`config.mk`:
```
export PLATFORM = sky130hd
export DESIGN_NAME = frame_reader
export DESIGN_NICKNAME = d
export VERILOG_FILES = /design/src/logic/tx_fifo_pkg.sv /design/src/logic/frame_reader.sv
export SDC_FILE = /design/constraint.sdc
export NUM_CORES = 1
export LEC_CHECK = 0
export BUFFER_PORTS_ARGS = -buffer_cell sky130_fd_sc_hd__buf_2
export CAP_MARGIN = 20
export CORE_MARGIN = 3
export CORE_UTILIZATION = 59
export CTS_CLUSTER_SIZE = 28
export DETAILED_ROUTE_END_ITERATION = 7
export HOLD_SLACK_MARGIN = 0.15
export PLACE_DENSITY = 0.89
export SYNTH_ARGS = -nofsm -noshare
export SYNTH_HDL_FRONTEND = slang
export SYNTH_SLANG_ARGS = --single-unit
```
`constraint.sdc`:
```
create_clock -name wr_clk -period 4.8 [get_ports wr_clk]
set_input_delay 0.96 -clock wr_clk [delete_from_list [all_inputs] [get_ports wr_clk]]
set_output_delay 0.96 -clock wr_clk [all_outputs]
set_load 0.02 [all_outputs]
```
`src/logic/tx_fifo_pkg.sv`:
```
// Transmit client FIFO
// shared widths, thresholds and state encodings

package tx_fifo_pkg;

  // ------------------------------------------------------------------------
  // memory geometry
  // ------------------------------------------------------------------------

  localparam int ADDR_W = 9;
  localparam int DEPTH = 1 << ADDR_W;
  localparam int DATA_W = 8;

  // fewer free entries than this and the writer stalls
  localparam int FULL_MARGIN = 16;

  // status reports occupancy in sixteenths of the memory
  localparam int STATUS_W = 4;

  // read prefetch runs past the last stored entry by at most two,
  // so a wrapped difference this close to DEPTH means an empty memory
  localparam int RD_LEAD = 4;

  // ------------------------------------------------------------------------
  // types
  // ------------------------------------------------------------------------

  // memory address, also used for occupancy
  typedef logic [ADDR_W-1:0] addr_t;

  typedef logic [DATA_W-1:0] byte_t;

  // stored entry, end-of-frame flag above the data byte
  typedef logic [DATA_W:0] entry_t;

  // one spare bit so a memory full of minimum frames still counts
  typedef logic [ADDR_W:0] frame_cnt_t;

  // write side FSM
  typedef enum logic [1:0] {
    WAIT_S   = 2'b00,
    DATA_S   = 2'b01,
    EOF_S    = 2'b10,
    OVFLOW_S = 2'b11
  } wr_state_t;

  // read side FSM
  typedef enum logic [2:0] {
    IDLE_S      = 3'd0,
    QUEUE1_S    = 3'd1,
    QUEUE2_S    = 3'd2,
    QUEUE3_S    = 3'd3,
    QUEUE_ACK_S = 3'd4,
    WAIT_ACK_S  = 3'd5,
    FRAME_S     = 3'd6
  } rd_state_t;

endpackage

```
`src/logic/frame_reader.sv`:
```
// Transmit FIFO read side
// prefetch, ack handshake and MAC byte stream

`timescale 1ns/1ns

module frame_reader (
  input  logic                wr_clk,
  input  logic                wr_sreset,
  input  logic                rd_enable,
  input  logic                tx_ack,
  input  logic                frame_in_fifo,
  input  tx_fifo_pkg::entry_t rd_entry,
  output logic                rd_en,
  output logic                frame_sent,
  output logic                tx_data_valid,
  output tx_fifo_pkg::addr_t  rd_addr,
  output tx_fifo_pkg::byte_t  tx_data
);

  tx_fifo_pkg::rd_state_t rd_state;
  tx_fifo_pkg::rd_state_t rd_nxt_state;

  logic               rd_fetch;
  logic               rd_reload;
  tx_fifo_pkg::addr_t rd_dec_addr;

  // two stages behind the memory output register
  tx_fifo_pkg::byte_t data_pipe [0:1];
  // eof travels beside the data, [1] lines up with data_pipe[1]
  logic [1:0]         eof_pipe;

  // ------------------------------------------------------------------------
  // read FSM, advances only on MAC clock enable
  // ------------------------------------------------------------------------

  always_ff @(posedge wr_clk) begin
    if (wr_sreset) begin
      rd_state <= tx_fifo_pkg::IDLE_S;
    end else if (rd_enable) begin
      rd_state <= rd_nxt_state;
    end
  end

  always_comb begin
    rd_nxt_state = rd_state;
    case (rd_state)
      tx_fifo_pkg::IDLE_S: begin
        if (frame_in_fifo) begin
          rd_nxt_state = tx_fifo_pkg::QUEUE1_S;
        end
      end
      // fill memory register and both pipe stages
      tx_fifo_pkg::QUEUE1_S: begin
        rd_nxt_state = tx_fifo_pkg::QUEUE2_S;
      end
      tx_fifo_pkg::QUEUE2_S: begin
        rd_nxt_state = tx_fifo_pkg::QUEUE3_S;
      end
      tx_fifo_pkg::QUEUE3_S: begin
        rd_nxt_state = tx_fifo_pkg::QUEUE_ACK_S;
      end
      // first byte goes to the output here
      tx_fifo_pkg::QUEUE_ACK_S: begin
        rd_nxt_state = tx_fifo_pkg::WAIT_ACK_S;
      end
      tx_fifo_pkg::WAIT_ACK_S: begin
        if (tx_ack) begin
          rd_nxt_state = tx_fifo_pkg::FRAME_S;
        end
      end
      tx_fifo_pkg::FRAME_S: begin
        if (eof_pipe[1]) begin
          rd_nxt_state = tx_fifo_pkg::IDLE_S;
        end
      end
      default: begin
        rd_nxt_state = tx_fifo_pkg::IDLE_S;
      end
    endcase
  end

  // ------------------------------------------------------------------------
  // control decode
  // ------------------------------------------------------------------------

  // fetch in every busy state, except while stalled on the ack
  assign rd_fetch = (rd_state != tx_fifo_pkg::IDLE_S) &&
                    ((rd_nxt_state == tx_fifo_pkg::FRAME_S) ||
                     (rd_state != tx_fifo_pkg::WAIT_ACK_S));

  assign rd_en = rd_enable && rd_fetch;

  assign rd_reload = (rd_state == tx_fifo_pkg::FRAME_S) &&
                     (rd_nxt_state == tx_fifo_pkg::IDLE_S);

  // one enabled cycle per frame, counted out by the tracker
  assign frame_sent = rd_enable && (rd_state == tx_fifo_pkg::WAIT_ACK_S) &&
                      (rd_nxt_state == tx_fifo_pkg::FRAME_S);

  // ------------------------------------------------------------------------
  // read address
  // ------------------------------------------------------------------------

  // when eof reaches the last stage, rd_dec_addr is one past it,
  // which throws away the entries fetched beyond the frame
  always_ff @(posedge wr_clk) begin
    if (wr_sreset) begin
      rd_addr     <= '0;
      rd_dec_addr <= '0;
    end else if (rd_enable) begin
      if (rd_reload) begin
        rd_addr <= rd_dec_addr;
      end else if (rd_fetch) begin
        rd_addr <= rd_addr + 1'b1;
      end
      if (rd_fetch) begin
        rd_dec_addr <= rd_addr - 1'b1;
      end
    end
  end

  // ------------------------------------------------------------------------
  // prefetch pipe
  // ------------------------------------------------------------------------

  always_ff @(posedge wr_clk) begin
    if (rd_en) begin
      data_pipe[0] <= rd_entry[tx_fifo_pkg::DATA_W-1:0];
      data_pipe[1] <= data_pipe[0];
    end
  end

  always_ff @(posedge wr_clk) begin
    if (wr_sreset) begin
      eof_pipe <= '0;
    end else if (rd_en) begin
      eof_pipe <= {eof_pipe[0], rd_entry[tx_fifo_pkg::DATA_W]};
    end
  end

  // ------------------------------------------------------------------------
  // MAC outputs
  // ------------------------------------------------------------------------

  // byte held in WAIT_ACK, streamed in FRAME including the eof byte
  always_ff @(posedge wr_clk) begin
    if (rd_enable) begin
      if (rd_nxt_state == tx_fifo_pkg::FRAME_S ||
          rd_state == tx_fifo_pkg::QUEUE_ACK_S ||
          rd_state == tx_fifo_pkg::FRAME_S) begin
        tx_data <= data_pipe[1];
      end else if (rd_state != tx_fifo_pkg::WAIT_ACK_S) begin
        tx_data <= '0;
      end
    end
  end

  always_ff @(posedge wr_clk) begin
    if (wr_sreset) begin
      tx_data_valid <= 1'b0;
    end else if (rd_enable) begin
      tx_data_valid <= (rd_nxt_state == tx_fifo_pkg::FRAME_S) ||
                       (rd_state == tx_fifo_pkg::QUEUE_ACK_S) ||
                       (rd_state == tx_fifo_pkg::WAIT_ACK_S) ||
                       (rd_state == tx_fifo_pkg::FRAME_S);
    end
  end

  // valid stays up from the first byte until the eof byte has gone out
  a_valid_in_frame: assert property (@(posedge wr_clk) disable iff (wr_sreset)
    (rd_state == tx_fifo_pkg::WAIT_ACK_S || rd_state == tx_fifo_pkg::FRAME_S)
      |-> tx_data_valid);

endmodule

```
# --- Word level (Yosys, flattened, before mapping) ---
# Memories as Yosys holds them, arrays and structs flattened.
# Index checks and enable logic that the tools add are counted.
# W data, S select, Z words.
op_classes:
  n_eq_ne: 8
  muxes: 10
  add_sub_neg: 2
  reduce_logical: 18
ops:
  columns: ["operator", "n"]
  rows:
  - ["$pmux W3 S7", 1]
  - ["$mux W9", 2]
  - ["$mux W8", 2]
  - ["$eq A3 B3 Y1 const B", 4]
  - ["$add A9 B1 Y9 const B", 1]
  - ["$mux W3", 3]
  - ["$sub A9 B1 Y9 const B", 1]
  - ["$eq A3 B2 Y1 const B", 2]
  - ["$logic_not A3 Y1", 2]
  - ["$reduce_and A2 Y1", 3]
  - ["$logic_and A1 B1 Y1", 5]
  - ["$logic_or A1 B1 Y1", 5]
  - ["$reduce_bool A2 Y1", 2]
  - ["$eq A3 B1 Y1 const B", 1]
  - ["$ne A3 B3 Y1 const B", 1]
  - ["$reduce_bool A3 Y1", 1]
  - ["$mux W1", 2]
totals:
  n_memories: 1
  ff_bits: 32
  in_bits: 14
  wordCells: 45
  out_inout_bits: 20
  mem_bits_rw: 16
mem_list:
  columns: ["name", "words", "word_bits", "rd", "rd_clocked_by_memory_dff", "write_ports", "line_no", "text"]
  rows:
  - ["data_pipe", 2, 8, 2, 0, 2, "frame_reader.sv:28", "tx_fifo_pkg::byte_t data_pipe [0:1];"]

# --- Depth between registers and ports, before layout ---
depth:
  depth_word: 8
  mapped_depth: 7

# --- Least setup slack after synthesis ---
# No wires, ideal clock.
synth_timing:
  path_kind: "input to output"
  from: "in rd_enable"
  to: "out rd_en"
  path_slack_ns: 2.031
  stages: 4
  arrival_time_ns: 1.809
  cell_sequence: "clkbuf_1 nand3b_1 inv_1 buf_2"
synth_between:
  elab_chain_cells: 1
synth_rtl:
  columns: ["element", "line_no", "text"]
  rows:
  - ["from (decl)", "frame_reader.sv:9", "input logic rd_enable,"]
  - ["$logic_and A1 B1 Y1", "frame_reader.sv:91", "assign rd_en = rd_enable && rd_fetch;"]
  - ["to (decl)", "frame_reader.sv:13", "output logic rd_en,"]
# Every way passes these cells.

# --- Final worst setup path ---
layout_timing:
  from: "in tx_ack"
  to: "out rd_en"
layout_between:
  elab_chain_cells: 6
layout_rtl:
  columns: ["element", "line_no", "text"]
  rows:
  - ["from (decl)", "frame_reader.sv:10", "input logic tx_ack,"]
  - ["$mux W3", "frame_reader.sv:67", "if (tx_ack) begin"]
  - ["$pmux W3 S7", "frame_reader.sv:46", "case (rd_state)"]
  - ["$eq A3 B3 Y1", "frame_reader.sv:88", "((rd_nxt_state == tx_fifo_pkg::FRAME_S) ||"]
  - ["$logic_or A1 B1 Y1", "frame_reader.sv:88", null]
  - ["$logic_and A1 B1 Y1", "frame_reader.sv:87", "assign rd_fetch = (rd_state != tx_fifo_pkg::IDLE_S) &&"]
  - ["$logic_and A1 B1 Y1", "frame_reader.sv:91", null]
# Every way passes these cells.

==> impl_metrics.tcl <==
set metrics [dict create \
    outcome "complete, no violations" \
    tightest_slew_ns 0.615 \
    path_delay_family "simple AND/OR/NAND/NOR gates" \
    crit_path_start "tx_ack" \
    clk_pin_slew_ns 0.13 \
    layout_common_cells "33 x buf_2, 24 x edfxtp_1, 24 x dfxtp_1" \
    yosysSeqAreaShare 0.565 \
    cts_buffers 5 \
    wl_mm 3.71 \
    placementRows 21 \
    start_kind "primary input" \
    die_h_um 66.0 \
    rsz0062_at_grt "false" \
    final_cell_count_no_fill 273 \
    avgRoutedWirePerCell_um 13.6 \
    ys_seq_elements 48 \
    synth.area.top_cells "edfxtp_1 34%, dfxtp_1 23%, and2_1 3.5%" \
    die_w_um 66.0 \
    syn_to_final_growth_pct 11.2 \
    layout_commonest_cell "buf_2" \
    grtUsageTotal 0.187 \
    synth.largest_area_cell "edfxtp_1" \
    synth_top_area_share 0.339 \
    fin_skew_ns 0.0122 \
    grt-ovfl-total 0 \
    nets 242 \
    grt_max_degree 47 \
    min_from "data_pipe[0][6]$_DFFE_PP_" \
    finalCritPeriodShare 0.646 \
    place_area_sq_um 2260 \
    leakage_nw 0.878 \
    grt_pass1_wl_mm 6.22 \
    cts_resized 0 \
    maxSlewHeadroom 0.589 \
    final_util 0.697 \
    vias_per_cell 5.64 \
    ioPinCount 34 \
    cts_max_level 2 \
    cts_tree "built" \
    drc 0 \
    fmax_ghz 0.323 \
    crit_buf_inv 3 \
    pre_cts_slack_ns 1.73 \
    fin_area_sq_um 2360 \
    cap_viol_max_count 0 \
    yosysUniqueCellTypes 39 \
    hpwl_mm 2.46 \
    crit_chain "buf_2 -> nor4bb_1 -> nand3b_1 -> inv_1 -> buf_2" \
    syn_avg_cell_area_sq_um 10.5 \
    start_util 0.627 \
    r2r-start "rd_state[2]$_SDFFE_PP0P_" \
    grt_pass1_vias 1356 \
    crit_top_cell "buf_2" \
    antenna_found_initial 0 \
    hold_path.class "reg -> reg" \
    antenna_cells 0 \
    clock_sinks 48 \
    r2r_end "rd_addr[8]$_SDFFE_PP0P_" \
    synth-async-reset-ratio 0 \
    setup-violations-final 0 \
    vias 1539 \
    peakVddDrop_v 0.000265 \
    hold_path_depth 0 \
    core_sq_um 3390 \
    yosysWarnings 0 \
    setup_ws_ns 1.70 \
    hold_viol_final 0 \
    cts_setup_buffers 0 \
    max_stage_delay_ns 0.39 \
    crit_type "in -> out" \
    layout-drive-gt1-share 0.207 \
    first_pass_iters 6 \
    rrSetupSlack_ns 2.58 \
    setup_tns_ns 0 \
    path_max_fanout 11 \
    power_density_nw_per_um2 343 \
    syn_nets 219 \
    portBuffers 33 \
    drv_slew 0 \
    synth-edff-count 24 \
    cts-root-buf "clkbuf_4" \
    min_to "data_pipe[0][14]$_DFFE_PP_" \
    cp-end-kind "primary output" \
    nFillCells 259 \
    synthFlopType "edfxtp_1" \
    syn_inst 203 \
    cp.required_ns 3.84 \
    place.gp.congestion 0.823 \
    clock_path_buffers 2 \
    synth_area_sq_um 2120 \
    hold_buffers 0 \
    dp.cells 265 \
    cp_slowest_cell "nand3b_1" \
    reg2regPathDepth 6 \
    clk_latency_ns 0.37 \
    dieArea_sq_um 4360 \
    drtIter0Drc 90 \
    cp.arrival_ns 2.14 \
    post-route-min-period_ns 3.10 \
    drtAntennaViolNets 0 \
]
cell usage after synthesis (4+ instances only):
library cell  count
buf_2            10
and2_1           12
nand3_1           7
edfxtp_1         24
xnor2_1           5
inv_1             5
nor2_1           18
nand2_1          14
clkbuf_1          6
o21ai_0          13
nor3b_1           4
a21oi_1          13
a211oi_1          9
dfxtp_1          24
worst max path at each step:
stage | end | slack, ns | depth (start not counted)
4_1_cts | rd_en | 1.72 | 5
3_3_place_gp | rd_en | 1.79 | 5
5_1_grt | rd_en | 1.57 | 5
2_1_floorplan | rd_en | 2.03 | 4
6_report | rd_en | 1.70 | 5
3_5_place_dp | rd_en | 1.73 | 5
cell families after synthesis:
logic type                 Yosys count  share of synthesized area
DFF                                 48                      0.565
AOI/OAI and AO/OA                   47                      0.140
xor gates and xnor gates             6                     0.0247
and+or+nand+nor                     76                      0.199
muxes                                1                    0.00471
buffers and inverters               23                     0.0548
adders and majority gates            2                     0.0118
state kept, by name, summed over array words and instances, names as in the netlist:
| name | flops |
|---|---|
| data_pipe | 16 |
| tx_data_valid | 1 |
| tx_data | 8 |
| rd_state | 3 |
| rd_dec_addr | 9 |
| eof_pipe | 2 |
| rd_addr | 9 |
metrics by stage:
stage / hold WS (ns) / power, mW
final: 0.434 / 0.811
after global routing: 0.444 / 0.842
after CTS: 0.437 / 0.816
after detailed placement: 0.405 / 0.528
after global placement: 0.402 / 0.526
after floorplan: 0.400 / 0.511
where the power goes:
part | switching, mW | leakage [nW] | internal (mW) | total [mW]
Clock | 0.129 | 0.0558 | 0.164 | 0.293
Sequential | 0.00944 | 0.424 | 0.446 | 0.456
Combinational | 0.0379 | 0.399 | 0.0251 | 0.0629
routing by layer:
metal  vias to the layer above  GRT usage  share of wire
met5                         -          0              0
met1                       730      0.254           0.46
li1                        774          -              -
met2                        32      0.288           0.50
met4                         0     0.0660         0.0062
met3                         3     0.0510          0.042
final cells by class:
class,count,area (sq um),share of cell area
clock buffers,5,37.5,0.0159
clock inverters,3,68.8,0.0291
inverters,5,18.8,0.00794
multi-input cells,132,807,0.341
flip-flops and latches,48,1200,0.508
well taps,46,57.6,0.0244
repair buffers,34,173,0.0731
Power figures use the tool's default switching activity.
