<file path="config.mk">
export PLATFORM = sky130hd
export DESIGN_NAME = occupancy_tracker
export DESIGN_NICKNAME = d
export VERILOG_FILES = /design/src/logic/tx_fifo_pkg.sv /design/src/logic/occupancy_tracker.sv
export SDC_FILE = /design/constraint.sdc
export NUM_CORES = 1
export LEC_CHECK = 0
export BUFFER_PORTS_ARGS = -buffer_cell sky130_fd_sc_hd__buf_4
export CORE_MARGIN = 5
export CORE_UTILIZATION = 40
export CTS_BUF_LIST = sky130_fd_sc_hd__clkbuf_16
export CTS_CLUSTER_SIZE = 10
export DETAILED_ROUTE_END_ITERATION = 10
export SLEW_MARGIN = 20
export SYNTH_ARGS = -nofsm -noshare
export SYNTH_HDL_FRONTEND = slang
export SYNTH_SLANG_ARGS = --single-unit
export TNS_END_PERCENT = 1
</file>
<file path="constraint.sdc">
create_clock -name wr_clk -period 2 [get_ports wr_clk]
set_clock_uncertainty 0.05 [all_clocks]
set_input_delay 0 -clock wr_clk [delete_from_list [all_inputs] [get_ports wr_clk]]
set_output_delay 0 -clock wr_clk [all_outputs]
set_load 0.03 [all_outputs]
</file>
<file path="src/logic/tx_fifo_pkg.sv">
// Transmit client FIFO
// shared widths, thresholds and state encodings

package tx_fifo_pkg;

  // ------------------------------------------------------------------------
  // memory geometry
  // ------------------------------------------------------------------------

  localparam int ADDR_W = 9;
  localparam int DEPTH = 1 << ADDR_W;
  localparam int DATA_W = 8;

  // fewer free entries than this and the writer stalls
  localparam int FULL_MARGIN = 16;

  // status reports occupancy in sixteenths of the memory
  localparam int STATUS_W = 4;

  // read prefetch runs past the last stored entry by at most two,
  // so a wrapped difference this close to DEPTH means an empty memory
  localparam int RD_LEAD = 4;

  // ------------------------------------------------------------------------
  // types
  // ------------------------------------------------------------------------

  // memory address, also used for occupancy
  typedef logic [ADDR_W-1:0] addr_t;

  typedef logic [DATA_W-1:0] byte_t;

  // stored entry, end-of-frame flag above the data byte
  typedef logic [DATA_W:0] entry_t;

  // one spare bit so a memory full of minimum frames still counts
  typedef logic [ADDR_W:0] frame_cnt_t;

  // write side FSM
  typedef enum logic [1:0] {
    WAIT_S   = 2'b00,
    DATA_S   = 2'b01,
    EOF_S    = 2'b10,
    OVFLOW_S = 2'b11
  } wr_state_t;

  // read side FSM
  typedef enum logic [2:0] {
    IDLE_S      = 3'd0,
    QUEUE1_S    = 3'd1,
    QUEUE2_S    = 3'd2,
    QUEUE3_S    = 3'd3,
    QUEUE_ACK_S = 3'd4,
    WAIT_ACK_S  = 3'd5,
    FRAME_S     = 3'd6
  } rd_state_t;

endpackage

</file>
<file path="src/logic/occupancy_tracker.sv">
// Transmit FIFO occupancy
// frame count, full flag and status

`timescale 1ns/1ns

module occupancy_tracker (
  input  logic                            wr_clk,
  input  logic                            wr_sreset,
  input  logic                            frame_stored,
  input  logic                            frame_sent,
  input  tx_fifo_pkg::addr_t              wr_addr,
  input  tx_fifo_pkg::addr_t              rd_addr,
  output logic                            frame_in_fifo,
  output logic                            fifo_full,
  output logic [tx_fifo_pkg::STATUS_W-1:0] wr_fifo_status
);

  tx_fifo_pkg::frame_cnt_t frame_cnt;
  tx_fifo_pkg::frame_cnt_t frame_cnt_nxt;
  tx_fifo_pkg::addr_t      occ_raw;
  tx_fifo_pkg::addr_t      occupancy;

  // ------------------------------------------------------------------------
  // frame count
  // ------------------------------------------------------------------------

  // store and send together cancel out
  always_comb begin
    frame_cnt_nxt = frame_cnt;
    if (frame_stored && !frame_sent) begin
      frame_cnt_nxt = frame_cnt + 1'b1;
    end else if (frame_sent && !frame_stored) begin
      frame_cnt_nxt = frame_cnt - 1'b1;
    end
  end

  // ------------------------------------------------------------------------
  // occupancy
  // ------------------------------------------------------------------------

  // pointer difference wraps with the memory
  assign occ_raw = wr_addr - rd_addr;

  // read pointer briefly ahead after a frame's tail, treat as empty
  assign occupancy = (occ_raw >= tx_fifo_pkg::addr_t'(tx_fifo_pkg::DEPTH - tx_fifo_pkg::RD_LEAD))
                     ? '0 : occ_raw;

  // everything registered, one cycle behind its cause
  always_ff @(posedge wr_clk) begin
    if (wr_sreset) begin
      frame_cnt      <= '0;
      frame_in_fifo  <= 1'b0;
      fifo_full      <= 1'b0;
      wr_fifo_status <= '0;
    end else begin
      frame_cnt     <= frame_cnt_nxt;
      frame_in_fifo <= (frame_cnt_nxt != '0);
      // free entries below the margin
      fifo_full <= (occupancy >
                    tx_fifo_pkg::addr_t'(tx_fifo_pkg::DEPTH - tx_fifo_pkg::FULL_MARGIN));
      // top bits give sixteenths
      wr_fifo_status <= occupancy[tx_fifo_pkg::ADDR_W-1 -: tx_fifo_pkg::STATUS_W];
    end
  end

  // reader never releases a frame the writer has not committed
  a_no_underflow: assert property (@(posedge wr_clk) disable iff (wr_sreset)
    (frame_sent && !frame_stored) |-> (frame_cnt != '0));

endmodule

</file>
# After elaboration in Yosys (flattened, before gate mapping)
# Index checks and enable logic that the tools add are counted.
totals:
  inputBits: 22
  out_inout_bits: 6
  register_bits: 16
  wordCells: 17
op_classes:
  n_lt_le_gt_ge: 2
  mux: 3
  addsub: 3
  reduce_logical: 5
ops:
  columns: ["operator", "count"]
  rows:
  - ["$mux 10", 2]
  - ["$add 10x1->10 const B", 1]
  - ["$reduce_bool 10->1", 1]
  - ["$sub 10x1->10 const B", 1]
  - ["$ge 9x9->1 const B", 1]
  - ["$gt 9x9->1 const B", 1]
  - ["$mux 9", 1]
  - ["$sub 9x9->9", 1]
  - ["$logic_and 1x1->1", 2]
  - ["$logic_not 1->1", 2]

# Longest topological paths before layout
depth:
  depth_word: 5
  ltp_mapped: 9
  ltp_nobuf: 9

# Worst setup path before layout
# OpenSTA, ideal clock, no wires.
synth_timing:
  kind: "in2reg"
  startpoint: "input wr_addr[0]"
  endpoint: "register wr_fifo_status[0] in the netlist's numbering"
  cell_stages: 9
  required_time_ns: 1.828
  path_slack_ns: 0.104
  arrival_ns: 1.725
  n_path_buf: 0
  setup_ns: 0.122
  path_cell_list: "inv_1 ha_1 fa_1 nor2b_1 o21a_1 a311o_2 xor2_1 nand3_1 o311a_1"
synth_between:
  elab_chain_cells: 3
synth_rtl:
  columns: ["element", "line", "rtl"]
  rows:
  - ["start, declared", "occupancy_tracker.sv:11", "input tx_fifo_pkg::addr_t wr_addr,"]
  - ["$sub 9x9->9 *", "occupancy_tracker.sv:42", "assign occ_raw = wr_addr - rd_addr;"]
  - ["$ge 9x9->1", "occupancy_tracker.sv:45", "assign occupancy = (occ_raw >= tx_fifo_pkg::addr_t'(tx_fifo_pkg::DEPTH - tx_fifo_pkg::RD_LEAD))"]
  - ["$mux 9 *", "occupancy_tracker.sv:46", "? '0 : occ_raw;"]
  - ["end signal, assigned", "occupancy_tracker.sv:62", "wr_fifo_status <= occupancy[tx_fifo_pkg::ADDR_W-1 -: tx_fifo_pkg::STATUS_W];"]
  - ["end, declared", "occupancy_tracker.sv:15", "output logic [tx_fifo_pkg::STATUS_W-1:0] wr_fifo_status"]
# Every way passes the cells marked *; elsewhere a longest branch is shown, timed or not.
# A chain may end at the register's enable or synchronous reset.

# Final worst setup path
layout_timing:
  startpoint: "register frame_cnt[1]"
  endpoint: "register frame_in_fifo"
layout_between:
  elab_chain_cells: 4
  word_cells_on_any_way: 5
  cone_classes: "add/sub (2); mux (2); reduce/logical (1)"
layout_rtl:
  columns: ["element", "line", "rtl"]
  rows:
  - ["start, declared", "occupancy_tracker.sv:18", "tx_fifo_pkg::frame_cnt_t frame_cnt;"]
  - ["start signal, assigned", "occupancy_tracker.sv:56", "frame_cnt <= frame_cnt_nxt;"]
  - ["$sub 10x1->10", "occupancy_tracker.sv:33", "frame_cnt_nxt = frame_cnt - 1'b1;"]
  - ["$mux 10", "occupancy_tracker.sv:32", "end else if (frame_sent && !frame_stored) begin"]
  - ["$mux 10 *", "occupancy_tracker.sv:30", "if (frame_stored && !frame_sent) begin"]
  - ["$reduce_bool 10->1 *", "occupancy_tracker.sv:57", "frame_in_fifo <= (frame_cnt_nxt != '0);"]
  - ["end signal, assigned", "occupancy_tracker.sv:57", null]
  - ["end, declared", "occupancy_tracker.sv:13", "output logic frame_in_fifo,"]
# Marked as above.

==> impl_metrics.prom <==
# TYPE chip_impl_metric gauge
chip_impl_info{name="synth_commonest_cells",value="16 x dfxtp_1, 12 x inv_1, 11 x nor2_1, 11 x xor2_1, 10 x ha_1"} 1
chip_impl_metric{name="drt_iter0_drc",unit=""} 34
chip_impl_metric{name="routabilityCongestion",unit=""} 0.837
chip_impl_metric{name="fin_crit",unit="ns"} 1.89
chip_impl_metric{name="cts-root-to-sink-buffers",unit=""} 2
chip_impl_metric{name="timing.max_cap.violations",unit=""} 0
chip_impl_metric{name="path_max_fanout",unit=""} 5
chip_impl_metric{name="synth_largest_type_area_fraction",unit="%"} 24.6
chip_impl_info{name="startpoint_type",value="flop"} 1
chip_impl_metric{name="synth_enable_flop_cells",unit=""} 0
chip_impl_metric{name="die_w",unit="um"} 67.0
chip_impl_metric{name="timing.slew.headroom",unit="%"} 63.3
chip_impl_metric{name="fmax",unit="MHz"} 528
chip_impl_info{name="dominant_cell_type_by_area_after_synthesis",value="dfxtp_1"} 1
chip_impl_metric{name="total_count_of_hold_check_failures_in_the_final_report",unit=""} 0
chip_impl_metric{name="syn_area_per_cell",unit="um^2"} 8.39
chip_impl_info{name="hp-class",value="input pin to flop"} 1
chip_impl_metric{name="numPortBuffers",unit=""} 27
chip_impl_info{name="crit_type",value="flop to flop"} 1
chip_impl_metric{name="track_usage",unit="%"} 13.7
chip_impl_metric{name="worst-slew-pin-transition",unit="ns"} 0.545
chip_impl_metric{name="drcViolationCount",unit=""} 0
chip_impl_metric{name="drt-wirelength-per-cell",unit="um"} 12.2
chip_impl_metric{name="instance_count_of_the_mapped_netlist",unit=""} 155
chip_impl_metric{name="internal",unit="mW"} 0.869
chip_impl_info{name="setup.worst_path.end_class",value="flop"} 1
chip_impl_metric{name="total_global_routing_overflow",unit=""} 0
chip_impl_metric{name="power_switching",unit="mW"} 0.414
chip_impl_metric{name="layout-drive-gt1-share",unit="%"} 25.1
chip_impl_metric{name="final.setup.tns",unit="ns"} 0
chip_impl_metric{name="core_region_area",unit="um^2"} 3080
chip_impl_metric{name="final.period_utilization",unit="%"} 94.6
chip_impl_metric{name="via_per_inst",unit=""} 5.07
chip_impl_metric{name="ant_nets",unit=""} 0
chip_impl_metric{name="clk_latency",unit="ns"} 0.24
chip_impl_info{name="status",value="completed"} 1
chip_impl_metric{name="stdcell_count",unit=""} 235
chip_impl_info{name="synth.most_common_cell",value="dfxtp_1"} 1
chip_impl_info{name="reg2reg_from",value="frame_cnt[1]$_SDFF_PP0_"} 1
chip_impl_metric{name="yosysWarnings",unit=""} 0
chip_impl_metric{name="critPathArrivalTime",unit="ns"} 1.95
chip_impl_info{name="synthFlopType",value="dfxtp_1"} 1
chip_impl_metric{name="cts_buffers",unit=""} 3
chip_impl_metric{name="grt_start_max_net_pins",unit=""} 14
chip_impl_info{name="r2r_end",value="frame_in_fifo$_SDFF_PP0_"} 1
chip_impl_metric{name="mappedNetlistNets",unit=""} 188
chip_impl_metric{name="holdWs",unit="ns"} 0.0427
chip_impl_metric{name="detail_route.first_pass.iterations",unit=""} 4
chip_impl_metric{name="place_inst",unit=""} 230
chip_impl_metric{name="final-max-slew-violation-count",unit=""} 0
chip_impl_metric{name="std_cell_rows",unit=""} 20
chip_impl_metric{name="nets",unit=""} 225
chip_impl_metric{name="multi_input_area",unit="um^2"} 940
chip_impl_metric{name="grt_pass1_wl",unit="um"} 4850
chip_impl_metric{name="routed_wirelength",unit="um"} 2880
chip_impl_metric{name="clkTransAtPathRegs",unit="ns"} 0.05
chip_impl_metric{name="tritoncts_num_sinks",unit=""} 16
chip_impl_metric{name="clock_power_share",unit="%"} 29.7
chip_impl_metric{name="area.growth.synth_to_final",unit="%"} 32.1
chip_impl_metric{name="worstPathRequired",unit="ns"} 2.06
chip_impl_info{name="hold_ep",value="frame_cnt[0]$_SDFF_PP0_"} 1
chip_impl_metric{name="power.switching_fraction",unit="%"} 32.3
chip_impl_metric{name="hold_path_depth",unit=""} 3
chip_impl_info{name="unrepaired_setup_endpoints_after_global_routing",value="true"} 1
chip_impl_metric{name="top_level_ports",unit=""} 28
chip_impl_metric{name="via_count",unit=""} 1192
chip_impl_metric{name="setup-violations-final",unit=""} 0
chip_impl_metric{name="power_density",unit="nW/um^2"} 748
chip_impl_metric{name="dieHeight",unit="um"} 67.0
chip_impl_metric{name="synth_cell_types",unit=""} 45
chip_impl_metric{name="antenna_found_initial",unit=""} 0
chip_impl_metric{name="setup.reg_to_reg.worst_slack",unit="ns"} 0.11
chip_impl_metric{name="dp_hpwl",unit="um"} 2320
chip_impl_metric{name="post_dp_cell_area",unit="um^2"} 1600
chip_impl_metric{name="async_reset_ff_share",unit="%"} 0
chip_impl_metric{name="mappedNetlistArea",unit="um^2"} 1300
chip_impl_info{name="tritoncts",value="built"} 1
chip_impl_metric{name="reg2regPathDepth",unit=""} 8
chip_impl_metric{name="maximum_level_of_the_cts_h_tree",unit=""} 1
chip_impl_metric{name="leakage_power",unit="nW"} 0.790
chip_impl_metric{name="first_global_vias",unit=""} 1163
chip_impl_metric{name="power.total",unit="mW"} 1.28
chip_impl_metric{name="antenna_cells_inserted",unit=""} 0
chip_impl_metric{name="max-vdd-ir-drop",unit="uV"} 386
chip_impl_metric{name="synth_seq_cells",unit=""} 16
chip_impl_metric{name="seq_power_share",unit="%"} 31.2
chip_impl_metric{name="comb_pwr_share",unit="%"} 39.1
chip_impl_metric{name="floorplan.initialDensity",unit="%"} 42.2
chip_impl_info{name="ctsRootBufferMaster",value="clkbuf_16"} 1
chip_impl_metric{name="nFillCells",unit=""} 305
chip_impl_metric{name="design.die.area",unit="um^2"} 4490
chip_impl_metric{name="final_area",unit="um^2"} 1720
chip_impl_info{name="netlist_top_cells_area",value="dfxtp_1 25%, ha_1 9.6%, xor2_1 7.4%, inv_1 3.5%, nor2_1 3.2%"} 1
chip_impl_info{name="worst_hold_startpoint",value="frame_sent"} 1
chip_impl_metric{name="share_of_the_yosys_chip_area_belonging_to_registers",unit="%"} 24.6
chip_impl_metric{name="ff_latch_area",unit="um^2"} 322
==> how the worst max path moves through the flow <==
stage | from | to | slack [ns]
floorplan | wr_addr[0] | wr_fifo_status[0]$_SDFF_PP0_ | 0.10
finish | frame_cnt[1]$_SDFF_PP0_ | frame_in_fifo$_SDFF_PP0_ | 0.11
detailed placement | wr_addr[0] | wr_fifo_status[0]$_SDFF_PP0_ | -0.09
global placement | wr_addr[0] | wr_fifo_status[2]$_SDFF_PP0_ | -0.05
CTS | frame_cnt[0]$_SDFF_PP0_ | frame_in_fifo$_SDFF_PP0_ | 0.07
global route | frame_cnt[1]$_SDFF_PP0_ | frame_in_fifo$_SDFF_PP0_ | -0.02
==> worst max-delay path: stages (launching register included) <==
cell and delay, ns:
dfxtp_1 0.38, inv_1 0.11, ha_1 0.24, inv_1 0.07, a2bb2o_1 0.32, xnor2_2 0.19
o2111ai_2 0.15, nor2_1 0.13, a41oi_1 0.12
==> cell type report <==
cell class	instances	area share [%]
clock buffers	3	4.37
clock inverters	1	0.219
inverters	13	2.84
multi-input cells	122	54.7
flip-flops and latches	16	18.7
well taps	44	3.21
repair buffers	36	15.9
==> stage by stage <==
| stage | util, % | setup WS (ns) |
|---|---|---|
| 5_1_grt | 55.8 | -0.0246 |
| 4_1_cts | 54.9 | 0.0687 |
| 3_3_place_gp | 52.0 | -0.0532 |
| 3_5_place_dp | 52.0 | -0.0921 |
| 6_report | 55.8 | 0.108 |
| 2_1_floorplan | - | 0.104 |
==> repair_timing <==
action	4_1_cts	5_1_grt
buffers inserted	0	0
hold buffers	1	0
gates resized for setup	0	5
endpoints found under the hold margin	4	0
endpoints found under the setup margin	0	4
==> per-layer routing <==
layer  track usage (%)  up-vias  wire (um)
li1                  -      633          -
met1              17.4      532       1350
met2              23.6       23       1410
met3              1.85        4         88
met4              4.05        0         36
met5                 0        -          0
==> sequential cells by signal, indices dropped and copies added (netlist names) <==
| name | flops |
|---|---|
| frame_cnt | 10 |
| wr_fifo_status | 4 |
| fifo_full | 1 |
| frame_in_fifo | 1 |
==> power by group through the flow <==
stage,clock network [mW],registers [mW],logic (mW)
6_report,0.381,0.401,0.502
5_1_grt,0.404,0.406,0.557
4_1_cts,0.388,0.400,0.488
3_5_place_dp,0,0.406,0.482
3_3_place_gp,0,0.405,0.477
2_1_floorplan,0,0.431,0.303
==> cell families (layout without fill, tap and decap cells) <==
group,Yosys count,count (layout),synth area share [%]
flops,16,16,24.6
simple gates,58,58,24.9
fa+ha+maj,11,11,11.2
xor+xnor,16,16,12.8
buf+inv,17,53,5.10
compound gates,37,37,21.4
==> layout by cell type, fill, tap and decap left out, types with 2 or more instances in the layout <==
cell type and instances:
a21oi_1 7, o31ai_1 2, nor2b_1 4, nor2_1 11, xnor2_1 2, ha_1 10, xor2_1 10, and2_1 4
clkbuf_16 3, nor3_1 8, inv_1 12, dfxtp_1 15, nand2_1 6, xnor2_2 2, nand3b_1 2, nor4_1 3
buf_4 35, or3_1 2, a31oi_1 4, o311a_1 3, o21ai_0 4, nand2b_1 3, a21o_1 3, o21a_1 4
nand3_1 3, and3_1 4
Note: power is estimated with default switching activity, not from simulation.
