--- config.mk ---
export PLATFORM = sky130hd
export DESIGN_NAME = frame_writer
export DESIGN_NICKNAME = d
export VERILOG_FILES = /design/src/logic/tx_fifo_pkg.sv /design/src/logic/frame_writer.sv
export SDC_FILE = /design/constraint.sdc
export NUM_CORES = 1
export LEC_CHECK = 0
export BUFFER_PORTS_ARGS = -buffer_cell sky130_fd_sc_hd__buf_2
export CORE_AREA = 2 2 58 74
export DETAILED_ROUTE_END_ITERATION = 10
export DIE_AREA = 0 0 60 76
export PLACE_DENSITY = 0.83
export SLEW_MARGIN = 20
export SYNTH_ARGS = -nofsm -noshare
export SYNTH_HDL_FRONTEND = slang
export SYNTH_SLANG_ARGS = --single-unit
--- constraint.sdc ---
create_clock -name wr_clk -period 2 [get_ports wr_clk]
set_input_delay 0 -clock wr_clk [delete_from_list [all_inputs] [get_ports wr_clk]]
set_output_delay 0 -clock wr_clk [all_outputs]
set_load 0.02 [all_outputs]
--- src/logic/tx_fifo_pkg.sv ---
// Transmit client FIFO
// shared widths, thresholds and state encodings

package tx_fifo_pkg;

  // ------------------------------------------------------------------------
  // memory geometry
  // ------------------------------------------------------------------------

  localparam int ADDR_W = 9;
  localparam int DEPTH = 1 << ADDR_W;
  localparam int DATA_W = 8;

  // fewer free entries than this and the writer stalls
  localparam int FULL_MARGIN = 16;

  // status reports occupancy in sixteenths of the memory
  localparam int STATUS_W = 4;

  // read prefetch runs past the last stored entry by at most two,
  // so a wrapped difference this close to DEPTH means an empty memory
  localparam int RD_LEAD = 4;

  // ------------------------------------------------------------------------
  // types
  // ------------------------------------------------------------------------

  // memory address, also used for occupancy
  typedef logic [ADDR_W-1:0] addr_t;

  typedef logic [DATA_W-1:0] byte_t;

  // stored entry, end-of-frame flag above the data byte
  typedef logic [DATA_W:0] entry_t;

  // one spare bit so a memory full of minimum frames still counts
  typedef logic [ADDR_W:0] frame_cnt_t;

  // write side FSM
  typedef enum logic [1:0] {
    WAIT_S   = 2'b00,
    DATA_S   = 2'b01,
    EOF_S    = 2'b10,
    OVFLOW_S = 2'b11
  } wr_state_t;

  // read side FSM
  typedef enum logic [2:0] {
    IDLE_S      = 3'd0,
    QUEUE1_S    = 3'd1,
    QUEUE2_S    = 3'd2,
    QUEUE3_S    = 3'd3,
    QUEUE_ACK_S = 3'd4,
    WAIT_ACK_S  = 3'd5,
    FRAME_S     = 3'd6
  } rd_state_t;

endpackage

--- src/logic/frame_writer.sv ---
// Transmit FIFO write side
// local-link input pipe, write FSM and overflow drop

`timescale 1ns/1ns

module frame_writer (
  input  logic                wr_clk,
  input  logic                wr_sreset,
  input  tx_fifo_pkg::byte_t  wr_data,
  input  logic                wr_sof_n,
  input  logic                wr_eof_n,
  input  logic                wr_src_rdy_n,
  input  logic                fifo_full,
  input  logic                frame_in_fifo,
  output logic                wr_dst_rdy_n,
  output logic                overflow,
  output logic                wr_en,
  output logic                frame_stored,
  output tx_fifo_pkg::addr_t  wr_addr,
  output tx_fifo_pkg::entry_t wr_entry
);

  tx_fifo_pkg::wr_state_t wr_state;
  tx_fifo_pkg::wr_state_t wr_nxt_state;

  // input pipe, stage 0 samples every cycle, stage 1 only on accept
  tx_fifo_pkg::byte_t data_pipe [0:1];
  logic [1:0]         sof_pipe;
  logic [1:0]         eof_pipe;
  logic [1:0]         accept_pipe;
  logic               accept_mem;
  logic               entry_eof;

  logic               ovflow_hold;
  logic               eof_state_reg;
  logic               fifo_overflow;
  logic               start_addr_load;
  tx_fifo_pkg::addr_t start_addr;

  // ------------------------------------------------------------------------
  // input pipeline
  // ------------------------------------------------------------------------

  // byte path, three registers from transfer to memory port
  always_ff @(posedge wr_clk) begin
    data_pipe[0] <= wr_data;
    if (accept_pipe[0]) begin
      data_pipe[1] <= data_pipe[0];
    end
    if (accept_pipe[1]) begin
      wr_entry <= {eof_pipe[1], data_pipe[1]};
    end
  end

  // framing flags and accept strobes steer the FSM
  always_ff @(posedge wr_clk) begin
    if (wr_sreset) begin
      accept_pipe <= '0;
      accept_mem  <= 1'b0;
      sof_pipe    <= '0;
      eof_pipe    <= '0;
    end else begin
      accept_pipe[0] <= !wr_src_rdy_n && !wr_dst_rdy_n;
      accept_pipe[1] <= accept_pipe[0];
      accept_mem     <= accept_pipe[1];
      sof_pipe[0]    <= !wr_sof_n;
      eof_pipe[0]    <= !wr_eof_n;
      if (accept_pipe[0]) begin
        sof_pipe[1] <= sof_pipe[0];
        eof_pipe[1] <= eof_pipe[0];
      end
    end
  end

  // eof flag of the entry at the memory port
  assign entry_eof = wr_entry[tx_fifo_pkg::DATA_W];

  // ------------------------------------------------------------------------
  // write FSM
  // ------------------------------------------------------------------------

  // memory has run out with nothing to drain it
  // blocked around eof, where the frame count is still catching up
  assign fifo_overflow = fifo_full && !frame_in_fifo &&
                         (wr_state != tx_fifo_pkg::EOF_S) && !eof_state_reg;

  always_ff @(posedge wr_clk) begin
    if (wr_sreset) begin
      wr_state <= tx_fifo_pkg::WAIT_S;
    end else begin
      wr_state <= wr_nxt_state;
    end
  end

  always_comb begin
    wr_nxt_state = wr_state;
    case (wr_state)
      tx_fifo_pkg::WAIT_S: begin
        if (sof_pipe[1]) begin
          wr_nxt_state = tx_fifo_pkg::DATA_S;
        end
      end
      tx_fifo_pkg::DATA_S: begin
        // no drop once the eof is already in the pipe
        if (fifo_overflow && !eof_pipe[0] && !eof_pipe[1]) begin
          wr_nxt_state = tx_fifo_pkg::OVFLOW_S;
        end else if (eof_pipe[1]) begin
          wr_nxt_state = tx_fifo_pkg::EOF_S;
        end
      end
      tx_fifo_pkg::EOF_S: begin
        // sof right behind the eof, back-to-back frame
        if (sof_pipe[1]) begin
          wr_nxt_state = tx_fifo_pkg::DATA_S;
        end else if (entry_eof) begin
          wr_nxt_state = tx_fifo_pkg::WAIT_S;
        end
      end
      tx_fifo_pkg::OVFLOW_S: begin
        // swallow the rest of the dropped frame
        if (entry_eof) begin
          wr_nxt_state = tx_fifo_pkg::WAIT_S;
        end
      end
      default: begin
        wr_nxt_state = tx_fifo_pkg::WAIT_S;
      end
    endcase
  end

  always_ff @(posedge wr_clk) begin
    if (wr_sreset) begin
      eof_state_reg <= 1'b0;
      frame_stored  <= 1'b0;
    end else begin
      eof_state_reg <= (wr_state == tx_fifo_pkg::EOF_S);
      frame_stored  <= start_addr_load;
    end
  end

  // ------------------------------------------------------------------------
  // outputs and flow control
  // ------------------------------------------------------------------------

  assign overflow = (wr_state == tx_fifo_pkg::OVFLOW_S);
  assign wr_en    = accept_mem && !overflow;

  // in overflow keep accepting until the dropped frame's eof is in,
  // then hold off the source until the FSM is back in WAIT
  assign wr_dst_rdy_n = overflow ? ovflow_hold : fifo_full;

  always_ff @(posedge wr_clk) begin
    if (wr_sreset) begin
      ovflow_hold <= 1'b0;
    end else if (!wr_eof_n && !wr_src_rdy_n && !wr_dst_rdy_n) begin
      ovflow_hold <= 1'b1;
    end else if (fifo_overflow && wr_state == tx_fifo_pkg::DATA_S) begin
      ovflow_hold <= 1'b0;
    end
  end

  // ------------------------------------------------------------------------
  // write address
  // ------------------------------------------------------------------------

  // next frame begins one past the committed eof
  assign start_addr_load = (wr_state == tx_fifo_pkg::EOF_S) &&
                           (wr_nxt_state != tx_fifo_pkg::EOF_S);

  always_ff @(posedge wr_clk) begin
    if (wr_sreset) begin
      start_addr <= '0;
    end else if (start_addr_load) begin
      start_addr <= wr_addr + 1'b1;
    end
  end

  // rewind held for the whole overflow
  always_ff @(posedge wr_clk) begin
    if (wr_sreset) begin
      wr_addr <= '0;
    end else if (overflow) begin
      wr_addr <= start_addr;
    end else if (wr_en) begin
      wr_addr <= wr_addr + 1'b1;
    end
  end

  // no tail entry of a dropped frame leaks out once overflow ends
  a_ovflow_no_write: assert property (@(posedge wr_clk) disable iff (wr_sreset)
    overflow |=> !wr_en);

endmodule

* Word level (Yosys, flattened, before mapping)
Memories as Yosys holds them, arrays and structs flattened. A register that Yosys moved wholly into a read port is not among the register bits.
Cells that the tools add are included.
** Operators by class
- Muxes and demuxes :: 13
- Eq/ne operators :: 5
- $add $sub $neg :: 1
- Reductions and logical operators :: 23
** Operators by type and width (count)
- two-way mux 9 bit :: 2
- logical AND 1 bit :: 11
- two-way mux 2 bit :: 5
- adder 9 x 1 -> 9 bit, second input constant :: 1
- logical NOT 1 bit :: 9
- case mux 2 bit (4 select lines) :: 1
- two-way mux 1 bit :: 5
- == test 2 bit, second input constant :: 2
- inequality test 2 bit, second input constant :: 2
- nonzero test 2 bit :: 2
- == test 2 x 1 -> 1 bit, second input constant :: 1
- logical NOT 2 bit :: 1
** Word-level totals
- Memories :: 1
- Register bits after elaboration :: 39
- RAM bits :: 16
- Output and inout port bits :: 22
** Memories
- data_pipe :: words 2, width 8, read ports 2, clocked after Yosys merged registers in 1, wr ports 2, line frame_writer.sv:27 : tx_fifo_pkg::byte_t data_pipe [0:1];

* Depth between registers and ports, before layout
Gate-level depths: netlist (run 1).
- Depth after elaboration :: 10
- Depth in mapped cells :: 4
- Mapped depth without buffers :: 4

* Worst setup path before layout (run 1)
OpenSTA, ideal clock, no wires.
- Kind :: register -> register
- From :: register wr_addr[0]
- To :: register wr_addr[6]
- Cell stages (with the launch flop) :: 5
- Path buffers :: 0
- Arrival :: 1.571 ns
- Required time :: 1.909 ns
- Slack :: 0.338 ns
- Cell sequence :: dfxtp_1 > ha_1 > nand4_1 > or3_1 > a311oi_1
** Between the ends
- Longest elaborated chain between the ends :: 3
** Ends and longest elaborated chain
- start: declaration :: line frame_writer.sv:19 : output tx_fifo_pkg::addr_t wr_addr,
- start signal: assignment :: line frame_writer.sv:183 : wr_addr <= start_addr;
- start signal: assignment :: line frame_writer.sv:185 : wr_addr <= wr_addr + 1'b1;
- adder 9 x 1 -> 9 bit :: line frame_writer.sv:185
- two-way mux 9 bit :: line frame_writer.sv:184 : end else if (wr_en) begin
- two-way mux 9 bit :: line frame_writer.sv:182 : end else if (overflow) begin
Every way passes these cells. The select of a mux whose other input is x is not followed.
A chain may end at the register's enable or synchronous reset.

* Final worst setup path (run 1)
- From :: register wr_addr[0]
- To :: register start_addr[8]
** Between the ends
- Longest elaborated chain between the ends :: 1
** Ends and longest elaborated chain
- adder 9 x 1 -> 9 bit :: line frame_writer.sv:174 : start_addr <= wr_addr + 1'b1;
- end signal: assignment :: line frame_writer.sv:174
- end: declaration :: line frame_writer.sv:38 : tx_fifo_pkg::addr_t start_addr;
Every way passes these cells.

==> reports/qor.txt, run 1 <==
Status - completed
Max FFs per register - 16
Drt pass-1 iters - 5
R2R cell count - 4
Core Rows - 26
CP Capture Type - flop
RSZ-0062 raised after global routing - no
Global Route Usage Sum - 18.1%
Worst R2R End - start_addr[8]
EDFF count, synth - 17
Die H - 76 microns
Hold-critical path depth - 4
Setup crit start - wr_addr[0]
Die width - 60 microns
Final Power - 1.91 mW
Crit path to - start_addr[8]
Drt initial violations - 76
First-pass GRT wire length - 6290 microns
Worst Tran Pin Value - 0.568 ns
Synthesized area - 2040 sq um
Combinational share of power - 3.6%
CP Launch Type - flop
Crit Path Class - flop to flop
DRT antenna net count - 0
Drt wl/cell - 13.7 microns
Finished Cell Area - 2440 sq um
Area after DPL - 2220 sq um
Cell-internal power - 1.47 mW
Ys flop type - dfxtp_1
Antenna violations before repair - 0
Largest reg by FF count - data_pipe
P_sw - 0.434 mW
Final setup skew - 0.00377 ns
CP Max Fanout - 7
CP arrival - 1.92 ns
Routed vias/inst - 5.19
Die area - 4560 sq um
Top-area cell type share of the netlist area - 37.3%
Largest area contributor in the netlist - dfxtp_1
Clock Latency Late Sink - 0.31 ns
Worst flop-to-flop path startpoint - wr_addr[0]
Final Cycle Share - 84.7%
Initial core utilization - 51.7%
Worst-path clk slew - 0.10 ns
Synth Warn # - 0
Layout cells sized above 1 - 23.4%
Slew margin rel. - 62.1%
Clock root buffer - clkbuf_8
Fillers - 319
Pre-CTS WS - 0.333 ns
Synth cell types - 33
Top post-synthesis cells by area - dfxtp_1 37%, edfxtp_1 25%, nor2_1 3.5%
CTS max path bufs - 2
N_diodes - 0
Largest net degree at the start of global routing - 32
Vias - 1442
CTS H-tree depth - 2
Total gr overflow - 0
Final count of negative-setup-slack endpoints - 0
GPL Wtd Cong - 0.832
Vias in the first global route - 1368
Clk pwr share - 34.3%
Pwr/cell area - 782 nW/um^2
Buffers on Ports - 36
Final wirelength - 3800 microns
Syn nets - 189
CTS tree - yes
Critical Path RT - 2.22 ns
Top Ports - 37
Max Freq - 0.590 GHz
Average cell area after synthesis - 11.8 sq um
Worst hold path class - primary input to flop
# Max-Cap Violations - 0
Fin. max-slew vios - 0
Final setup margin - 0.306 ns
Core Area - 3940 sq um
P&R area growth vs syn - 19.8%
#FFs+latches synth - 55
Resize count post-CTS - 0
Fraction of registers with async set/reset - 0%
Setup TNS - 0 ns
Peak VDD IR - 673 uV
Setup slack, reg-to-reg - 0.31 ns
Post-synthesis sequential area ratio - 62.4%
Num CTS Buffers - 5
Leak pwr - 0.921 nW
Nets - 237
Final hold vios - 0
Final worst path period need - 1.69 ns
Post-Syn Instances - 173
Part of the power in registers - 62.1%
DRC - 0
Switching Share - 22.7%
Clk sinks - 55
HPWL after detailed placement - 2420 microns
==> cells in the mapped netlist (2+ instances only) <==
| cell | count |
|---|---|
| a311oi_1 | 8 |
| edfxtp_1 | 17 |
| nor2_1 | 19 |
| or3_2 | 3 |
| nor2b_1 | 5 |
| mux2i_1 | 3 |
| a211oi_1 | 9 |
| a21oi_1 | 10 |
| o21ai_0 | 10 |
| nand4_1 | 3 |
| inv_1 | 3 |
| nand2b_1 | 2 |
| nand2_1 | 5 |
| xnor2_1 | 4 |
| dfxtp_1 | 38 |
| or3_1 | 5 |
| nor3_1 | 2 |
| xor2_1 | 3 |
| clkbuf_8 | 4 |
| nand3_1 | 4 |
| clkbuf_1 | 4 |
==> logic make-up after synthesis <==
| group | Yosys count | share of synthesized area [%] |
|---|---|---|
| mux | 4 | 2.03 |
| flops | 55 | 62.4 |
| simple gates | 53 | 14.1 |
| xor+xnor | 7 | 3.01 |
| compound gates | 41 | 13.3 |
| buf+inv | 12 | 4.55 |
| fa+ha+maj | 1 | 0.614 |
==> worst max-delay path, cell delays in order (launching register included) <==
cell and delay (ns):
dfxtp_1 0.51, ha_1 0.28, nand3_1 0.18, or3_1 0.39, a311oi_1 0.25
==> cells in the final DEF, fill, tap and decap left out <==
cell type       n
dfxtp_1        38
buf_2          36
nor2_1         19
edfxtp_1       17
dlygate4sd3_1  12
o21ai_0        10
a21oi_1        10
a211oi_1        9
a311oi_1        8
nand2_1         5
nor2b_1         5
or3_1           5
clkbuf_8        5
nand3_1         4
xnor2_1         4
inv_1           3
or3_2           3
xor2_1          3
mux2i_1         3
nand4_1         3
nor3_1          2
nand2b_1        2
inv_8           2
buf_4           2
and2_1          1
mux2_2          1
nand4_4         1
or2_2           1
or4_1           1
o31ai_1         1
a22oi_1         1
nand4b_1        1
a311o_1         1
o41ai_1         1
ha_1            1
clkinv_4        1
==> stage by stage <==
| step | util (%) | hold slack [ns] | cells |
|---|---|---|---|
| after floorplan | - | 0.0277 | 173 |
| after global placement | 56.4 | 0.102 | 258 |
| after detailed placement | 56.4 | 0.104 | 258 |
| after CTS | 62.0 | 0.0221 | 278 |
| after global routing | 62.0 | 0.0344 | 278 |
| final | 62.0 | 0.0267 | 278 |
==> routing by layer <==
layer  vias up  GRT usage, %  part of all wire, %
met4         0          7.11                  1.3
met1       663          22.1                   40
met5         -             0                    0
met3         4          3.74                  3.8
met2        40          30.3                   55
li1        735             -                    -
==> power by group through the flow <==
stage | Sequential, mW | Clock, mW | Combinational [mW]
finish | 1.18 | 0.655 | 0.0683
global route | 1.19 | 0.714 | 0.0742
CTS | 1.19 | 0.669 | 0.0666
detailed placement | 1.21 | 0 | 0.0489
global placement | 1.21 | 0 | 0.0476
floorplan | 1.21 | 0 | 0.0257
==> area by class of cell <==
class / instances / area [sq um] / share of cell area (%)
Timing Repair Buffer: 50 / 315 / 12.9
Tap cell: 56 / 70.1 / 2.87
Sequential cell: 55 / 1270 / 52.1
Multi-Input combinational cell: 106 / 673 / 27.6
Inverter: 3 / 11.3 / 0.461
Clock buffer: 5 / 68.8 / 2.82
Clock inverter: 3 / 31.3 / 1.28
==> worst min-delay path by stage <==
stage | start | endpoint
after floorplan | wr_data[0] | data_pipe[0][0]
after global placement | wr_data[3] | data_pipe[0][3]
after detailed placement | wr_data[2] | data_pipe[0][2]
after CTS | frame_in_fifo | wr_state[1]
after global routing | frame_in_fifo | wr_state[1]
final | frame_in_fifo | wr_state[1]
==> timing repair <==
item / in CTS / in global routing
hold endpoints to repair: 13 / 0
buffers inserted: 0 / 0
setup endpoints to repair: 0 / 0
hold buffers: 12 / 0
No activity file was read; power rests on OpenSTA's default activity.
==> run 2: changes to the inputs <==
--- a/config.mk
+++ b/config.mk
@@ -6,10 +6,10 @@
 export NUM_CORES = 1
 export LEC_CHECK = 0
 export BUFFER_PORTS_ARGS = -buffer_cell sky130_fd_sc_hd__buf_2
-export CORE_AREA = 2 2 58 74
+export CORE_AREA = 2 2 61 78
 export DETAILED_ROUTE_END_ITERATION = 10
-export DIE_AREA = 0 0 60 76
-export PLACE_DENSITY = 0.83
+export DIE_AREA = 0 0 63 80
+export PLACE_DENSITY = 0.79
 export SLEW_MARGIN = 20
 export SYNTH_ARGS = -nofsm -noshare
 export SYNTH_HDL_FRONTEND = slang
==> constraint.sdc (replaced) <==
create_clock -name wr_clk -period 1.4 [get_ports wr_clk]
set_input_delay 0 -clock wr_clk [delete_from_list [all_inputs] [get_ports wr_clk]]
set_output_delay 0 -clock wr_clk [all_outputs]
set_load 0.02 [all_outputs]
==> reports/qor.txt, run 2 (synthesized netlist as in run 1, its figures left out) <==
Core Rows - 27
Fillers - 368
Final count of negative-setup-slack endpoints - 0
Pre-CTS WS - -0.0116 ns
Clock Latency Late Sink - 0.32 ns
CTS max path bufs - 2
Global Route Usage Sum - 16.3%
P&R area growth vs syn - 29.7%
CTS H-tree depth - 2
Crit Path Class - flop to flop
Most frequent cells in the layout - 36 x buf_2, 30 x dfxtp_1, 19 x nor2_1, 17 x edfxtp_1, 16 x buf_4
DRT antenna net count - 0
Leak pwr - 1.02 nW
Top Ports - 37
Crit-path slowest cell - dfxtp_4
Worst hold path class - primary input to flop
CTS tree - yes
Routed vias/inst - 5.06
Commonest non-fill, non-tap cell in the layout - buf_2
N_diodes - 0
Largest reg by FF count - data_pipe
Final setup margin - 0.0336 ns
Final Cycle Share - 97.6%
Worst-path clk slew - 0.11 ns
Total gr overflow - 0
Buffers on Ports - 36
Hold slack - 0.00514 ns
Core Area - 4290 sq um
Area of the multi-input gates - 723 sq um
Largest net degree at the start of global routing - 32
Die H - 80 microns
Final wirelength - 3900 microns
First-pass GRT wire length - 6240 microns
Die area - 5040 sq um
Peak VDD IR - 824 uV
Pwr/cell area - 1030 nW/um^2
Drt initial violations - 80
Reg area - 1290 sq um
Fin. max-slew vios - 0
Initial core utilization - 47.5%
CP arrival - 1.60 ns
GPL Wtd Cong - 0.816
Num CTS Buffers - 5
Final setup skew - 0.0105 ns
Crit-path max cell delay - 0.40 ns
Clk sinks - 55
Die width - 63 microns
Critical Path RT - 1.64 ns
CP Launch Type - flop
CP Capture Type - flop
Status - completed
Final worst path period need - 1.37 ns
Vias in the first global route - 1379
# Max-Cap Violations - 0
Max Freq - 0.732 GHz
Slew margin rel. - 59.2%
Drt wl/cell - 13.2 microns
Max FFs per register - 16
DRC - 0
HPWL after detailed placement - 2570 microns
Crit-path cells - ha_4, nand4_1, or3_1, a311oi_1
Antenna violations before repair - 0
Vias - 1499
Clock root buffer - clkbuf_8
RSZ-0062 raised after global routing - yes
CP Max Fanout - 4
Layout cells sized above 1 - 34.9%
Drt pass-1 iters - 4
Nets - 253
Core Util, Final - 61.6%
Final hold vios - 0
Worst Tran Pin Value - 0.613 ns
run 2: changes by cell type in the layout (fill, tap and decap cells not counted), sizes merged:
cell / change
buf: +16
run 2: final timing paths:
check | from | endpoint | slack [ns] | depth (start not counted)
worst min-delay path | frame_in_fifo | wr_state[1] | 0.005 | 4
worst max-delay path | wr_addr[0] | wr_addr[6] | 0.03 | 4
worst min register to register | data_pipe[0][5] | data_pipe[1][5] | 0.41 | 0
worst max register to register | wr_addr[0] | wr_addr[6] | 0.03 | 4
run 2: where the power goes:
part           switching, mW  leakage (nW)  internal (mW)
sequential            0.0177         0.471           1.67
clock                  0.554        0.0522          0.381
combinational         0.0477         0.495         0.0549
run 2: what timing repair did:
item	CTS	global route
pin swaps	3	4
endpoints found under the setup margin	2	8
gates resized for setup	0	12
buffers inserted	4	2
hold buffers	12	0
endpoints found under the hold margin	13	0
run 2: final cells by class:
cell class,instances,area share [%]
flip-flops and latches,55,48.9
clock buffers,5,2.61
repair buffers,66,16.8
inverters,3,0.426
multi-input cells,106,27.4
clock inverters,3,1.18
well taps,58,2.75
run 2: metal layers:
layer	GRT usage, %	wire length (microns)
met5	0	0
met4	9.56	108
met3	3.39	130
met2	29.0	2040
met1	17.7	1620
run 2: through the flow:
stage | total power [mW] | cells | TNS (ns) | instance area [sq um]
2_1_floorplan | 1.76 | 173 | 0 | 2060
3_3_place_gp | 1.79 | 270 | 0 | 2330
3_5_place_dp | 1.80 | 270 | -0.0138 | 2330
4_1_cts | 2.76 | 294 | -0.0384 | 2580
5_1_grt | 2.84 | 296 | -0.0448 | 2640
6_report | 2.72 | 296 | 0 | 2640
run 2: critical path: cells and delay by family, from the launching register on:
family,cells,cell delay [ns]
AO/OA/AOI/OAI,1,0.25
adder cells (fa/ha/maj),1,0.14
flip-flops,1,0.40
AND/OR/NAND/NOR,2,0.50
==> run 3: changes to the inputs <==
==> constraint.sdc (replaced) <==
create_clock -name wr_clk -period 1.4 [get_ports wr_clk]
set_input_delay 0.28 -clock wr_clk [delete_from_list [all_inputs] [get_ports wr_clk]]
set_output_delay 0.28 -clock wr_clk [all_outputs]
set_load 0.02 [all_outputs]
==> reports/qor.txt, run 3 (synthesized netlist as in run 1, its figures left out) <==
Status - finished, violations left
Failing checks - setup timing
DRC - 0
Setup slack, reg-to-reg - 0.03 ns
Slew margin rel. - 62.5%
Clock root buffer - clkbuf_8
CTS H-tree depth - 2
Cell-internal power - 2.09 mW
CTS tree - yes
Worst flop-to-flop path startpoint - wr_addr[0]
Critical Path RT - 1.12 ns
First-pass GRT wire length - 6600 microns
Clk sinks - 55
Drt initial violations - 38
Part of the power in registers - 61.9%
Peak VDD IR - 905 uV
Total gr overflow - 0
Hold-critical path depth - 1
Final Power - 2.72 mW
Buffers on Ports - 36
Hold_buf cts - 0
P_sw - 0.631 mW
Die width - 63 microns
CP Max Fanout - 2
M3 GR Usage - 3.81%
CP Launch Type - flop
Clock Latency Late Sink - 0.32 ns
CP Capture Type - output port
Met1 Use GR - 17.7%
Met2 usage - 31.7%
Combinational share of power - 3.3%
Fin. max-slew vios - 0
Global Route Usage Sum - 17.2%
Worst-path clk slew - 0.10 ns
GRT Max-Usage Layer - met2
CTS max path bufs - 2
Area after DPL - 2320 sq um
Routed vias/inst - 5.29
Pwr/cell area - 1030 nW/um^2
Final wirelength - 4120 microns
DRT antenna net count - 0
Commonest non-fill, non-tap cell in the layout - buf_2
Drt pass-1 iters - 4
Most frequent cells in the layout - 32 x buf_2, 29 x dfxtp_1, 26 x buf_4, 19 x nor2_1, 17 x edfxtp_1
Num CTS Buffers - 5
Largest net degree at the start of global routing - 29
CP arrival - 1.19 ns
Die H - 80 microns
Final worst path period need - 1.47 ns
Vias - 1554
Worst R2R End - wr_addr[8]
Final setup margin - -0.0678 ns
Worst Tran Pin Value - 0.562 ns
Core Rows - 27
Vias in the first global route - 1490
Top Ports - 37
Nets - 251
WHS Endpoint - data_pipe[0][1]
Largest reg by FF count - data_pipe
Final hold vios - 0
Hold Crit Start - wr_data[1]
Max Freq - 0.681 GHz
Worst hold path class - primary input to flop
# Max-Cap Violations - 0
P&R area growth vs syn - 29.5%
Max FFs per register - 16
Finished Cell Area - 2640 sq um
Final Cycle Share - 105%
Final count of negative-setup-slack endpoints - 2
Initial core utilization - 47.5%
HPWL after detailed placement - 2740 microns
Drt wl/cell - 14.0 microns
GPL Wtd Cong - 0.831
R2R cell count - 4
Die area - 5040 sq um
Layout cells sized above 1 - 40.7%
Clk pwr share - 34.8%
Leak pwr - 1.04 nW
Antenna violations before repair - 0
Crit Path Class - flop to output port
Final setup skew - 0.00938 ns
N_diodes - 0
RSZ-0062 raised after global routing - yes
Switching Share - 23.2%
Core Area - 4290 sq um
## run 3: changes by cell type in the layout (fill, tap and decap cells not counted), sizes merged
cell | previous run | this run
dlygate4sd3 | 12 | 0
buf | 54 | 64
## run 3: worst max path at each step
stage,start,slack [ns],cells after the start,to
3_5_place_dp,wr_addr[0],-0.02,4,wr_addr[6]
6_report,wr_state[0],-0.07,3,wr_dst_rdy_n
3_3_place_gp,wr_addr[0],0.06,4,wr_addr[6]
4_1_cts,wr_state[0],-0.06,3,wr_dst_rdy_n
5_1_grt,wr_state[0],-0.11,3,wr_dst_rdy_n
2_1_floorplan,wr_addr[2],0.01,4,start_addr[7]
## run 3: power by group through the flow
stage | clock [mW] | combinational, mW | sequential [mW]
2_1_floorplan | 0 | 0.0369 | 1.72
3_3_place_gp | 0 | 0.0732 | 1.72
3_5_place_dp | 0 | 0.0748 | 1.72
4_1_cts | 0.972 | 0.0845 | 1.69
5_1_grt | 1.03 | 0.0983 | 1.69
6_report | 0.947 | 0.0901 | 1.68
## run 3: stage by stage
| stage | worst slack (ns) | TNS (ns) | util, % | hold slack, ns | cells |
|---|---|---|---|---|---|
| 2_1_floorplan | 0.0148 | 0 | - | 0.308 | 173 |
| 3_3_place_gp | 0.0637 | 0 | 54.0 | 0.383 | 269 |
| 3_5_place_dp | -0.0153 | -0.0153 | 54.0 | 0.384 | 269 |
| 4_1_cts | -0.0644 | -0.127 | 58.2 | 0.0467 | 284 |
| 5_1_grt | -0.107 | -0.249 | 61.5 | 0.0353 | 294 |
| 6_report | -0.0678 | -0.0822 | 61.5 | 0.0543 | 294 |
## run 3: critical path: stages, from the launching register on
cell and delay [ns]:
dfxtp_4 0.36, nand2_4 0.07, mux2_4 0.31, buf_6 0.13
## run 3: timing repair
action                                 4_1_cts  5_1_grt
gates resized for setup                      9       19
setup endpoints to repair                    5       11
pin swaps                                    1        6
endpoints found under the hold margin        0        0
setup buffers                                7       10
## run 3: area by class of cell
| cell class | count | area [sq um] |
|---|---|---|
| Clock inverter | 3 | 31.3 |
| Inverter | 3 | 11.3 |
| Sequential cell | 55 | 1290 |
| Timing Repair Buffer | 64 | 427 |
| Clock buffer | 5 | 68.8 |
| Tap cell | 58 | 72.6 |
| Fill cell | 367 | 1650 |
| Multi-Input combinational cell | 106 | 733 |
## run 3: per-layer routing
metal  share of wire, %  up-vias  routed length (microns)
met5                  0        -                        0
met4                2.2        0                       92
met3                3.2        8                      134
met2                 55       35                     2260
met1                 40      754                     1630
li1                   -      757                        -
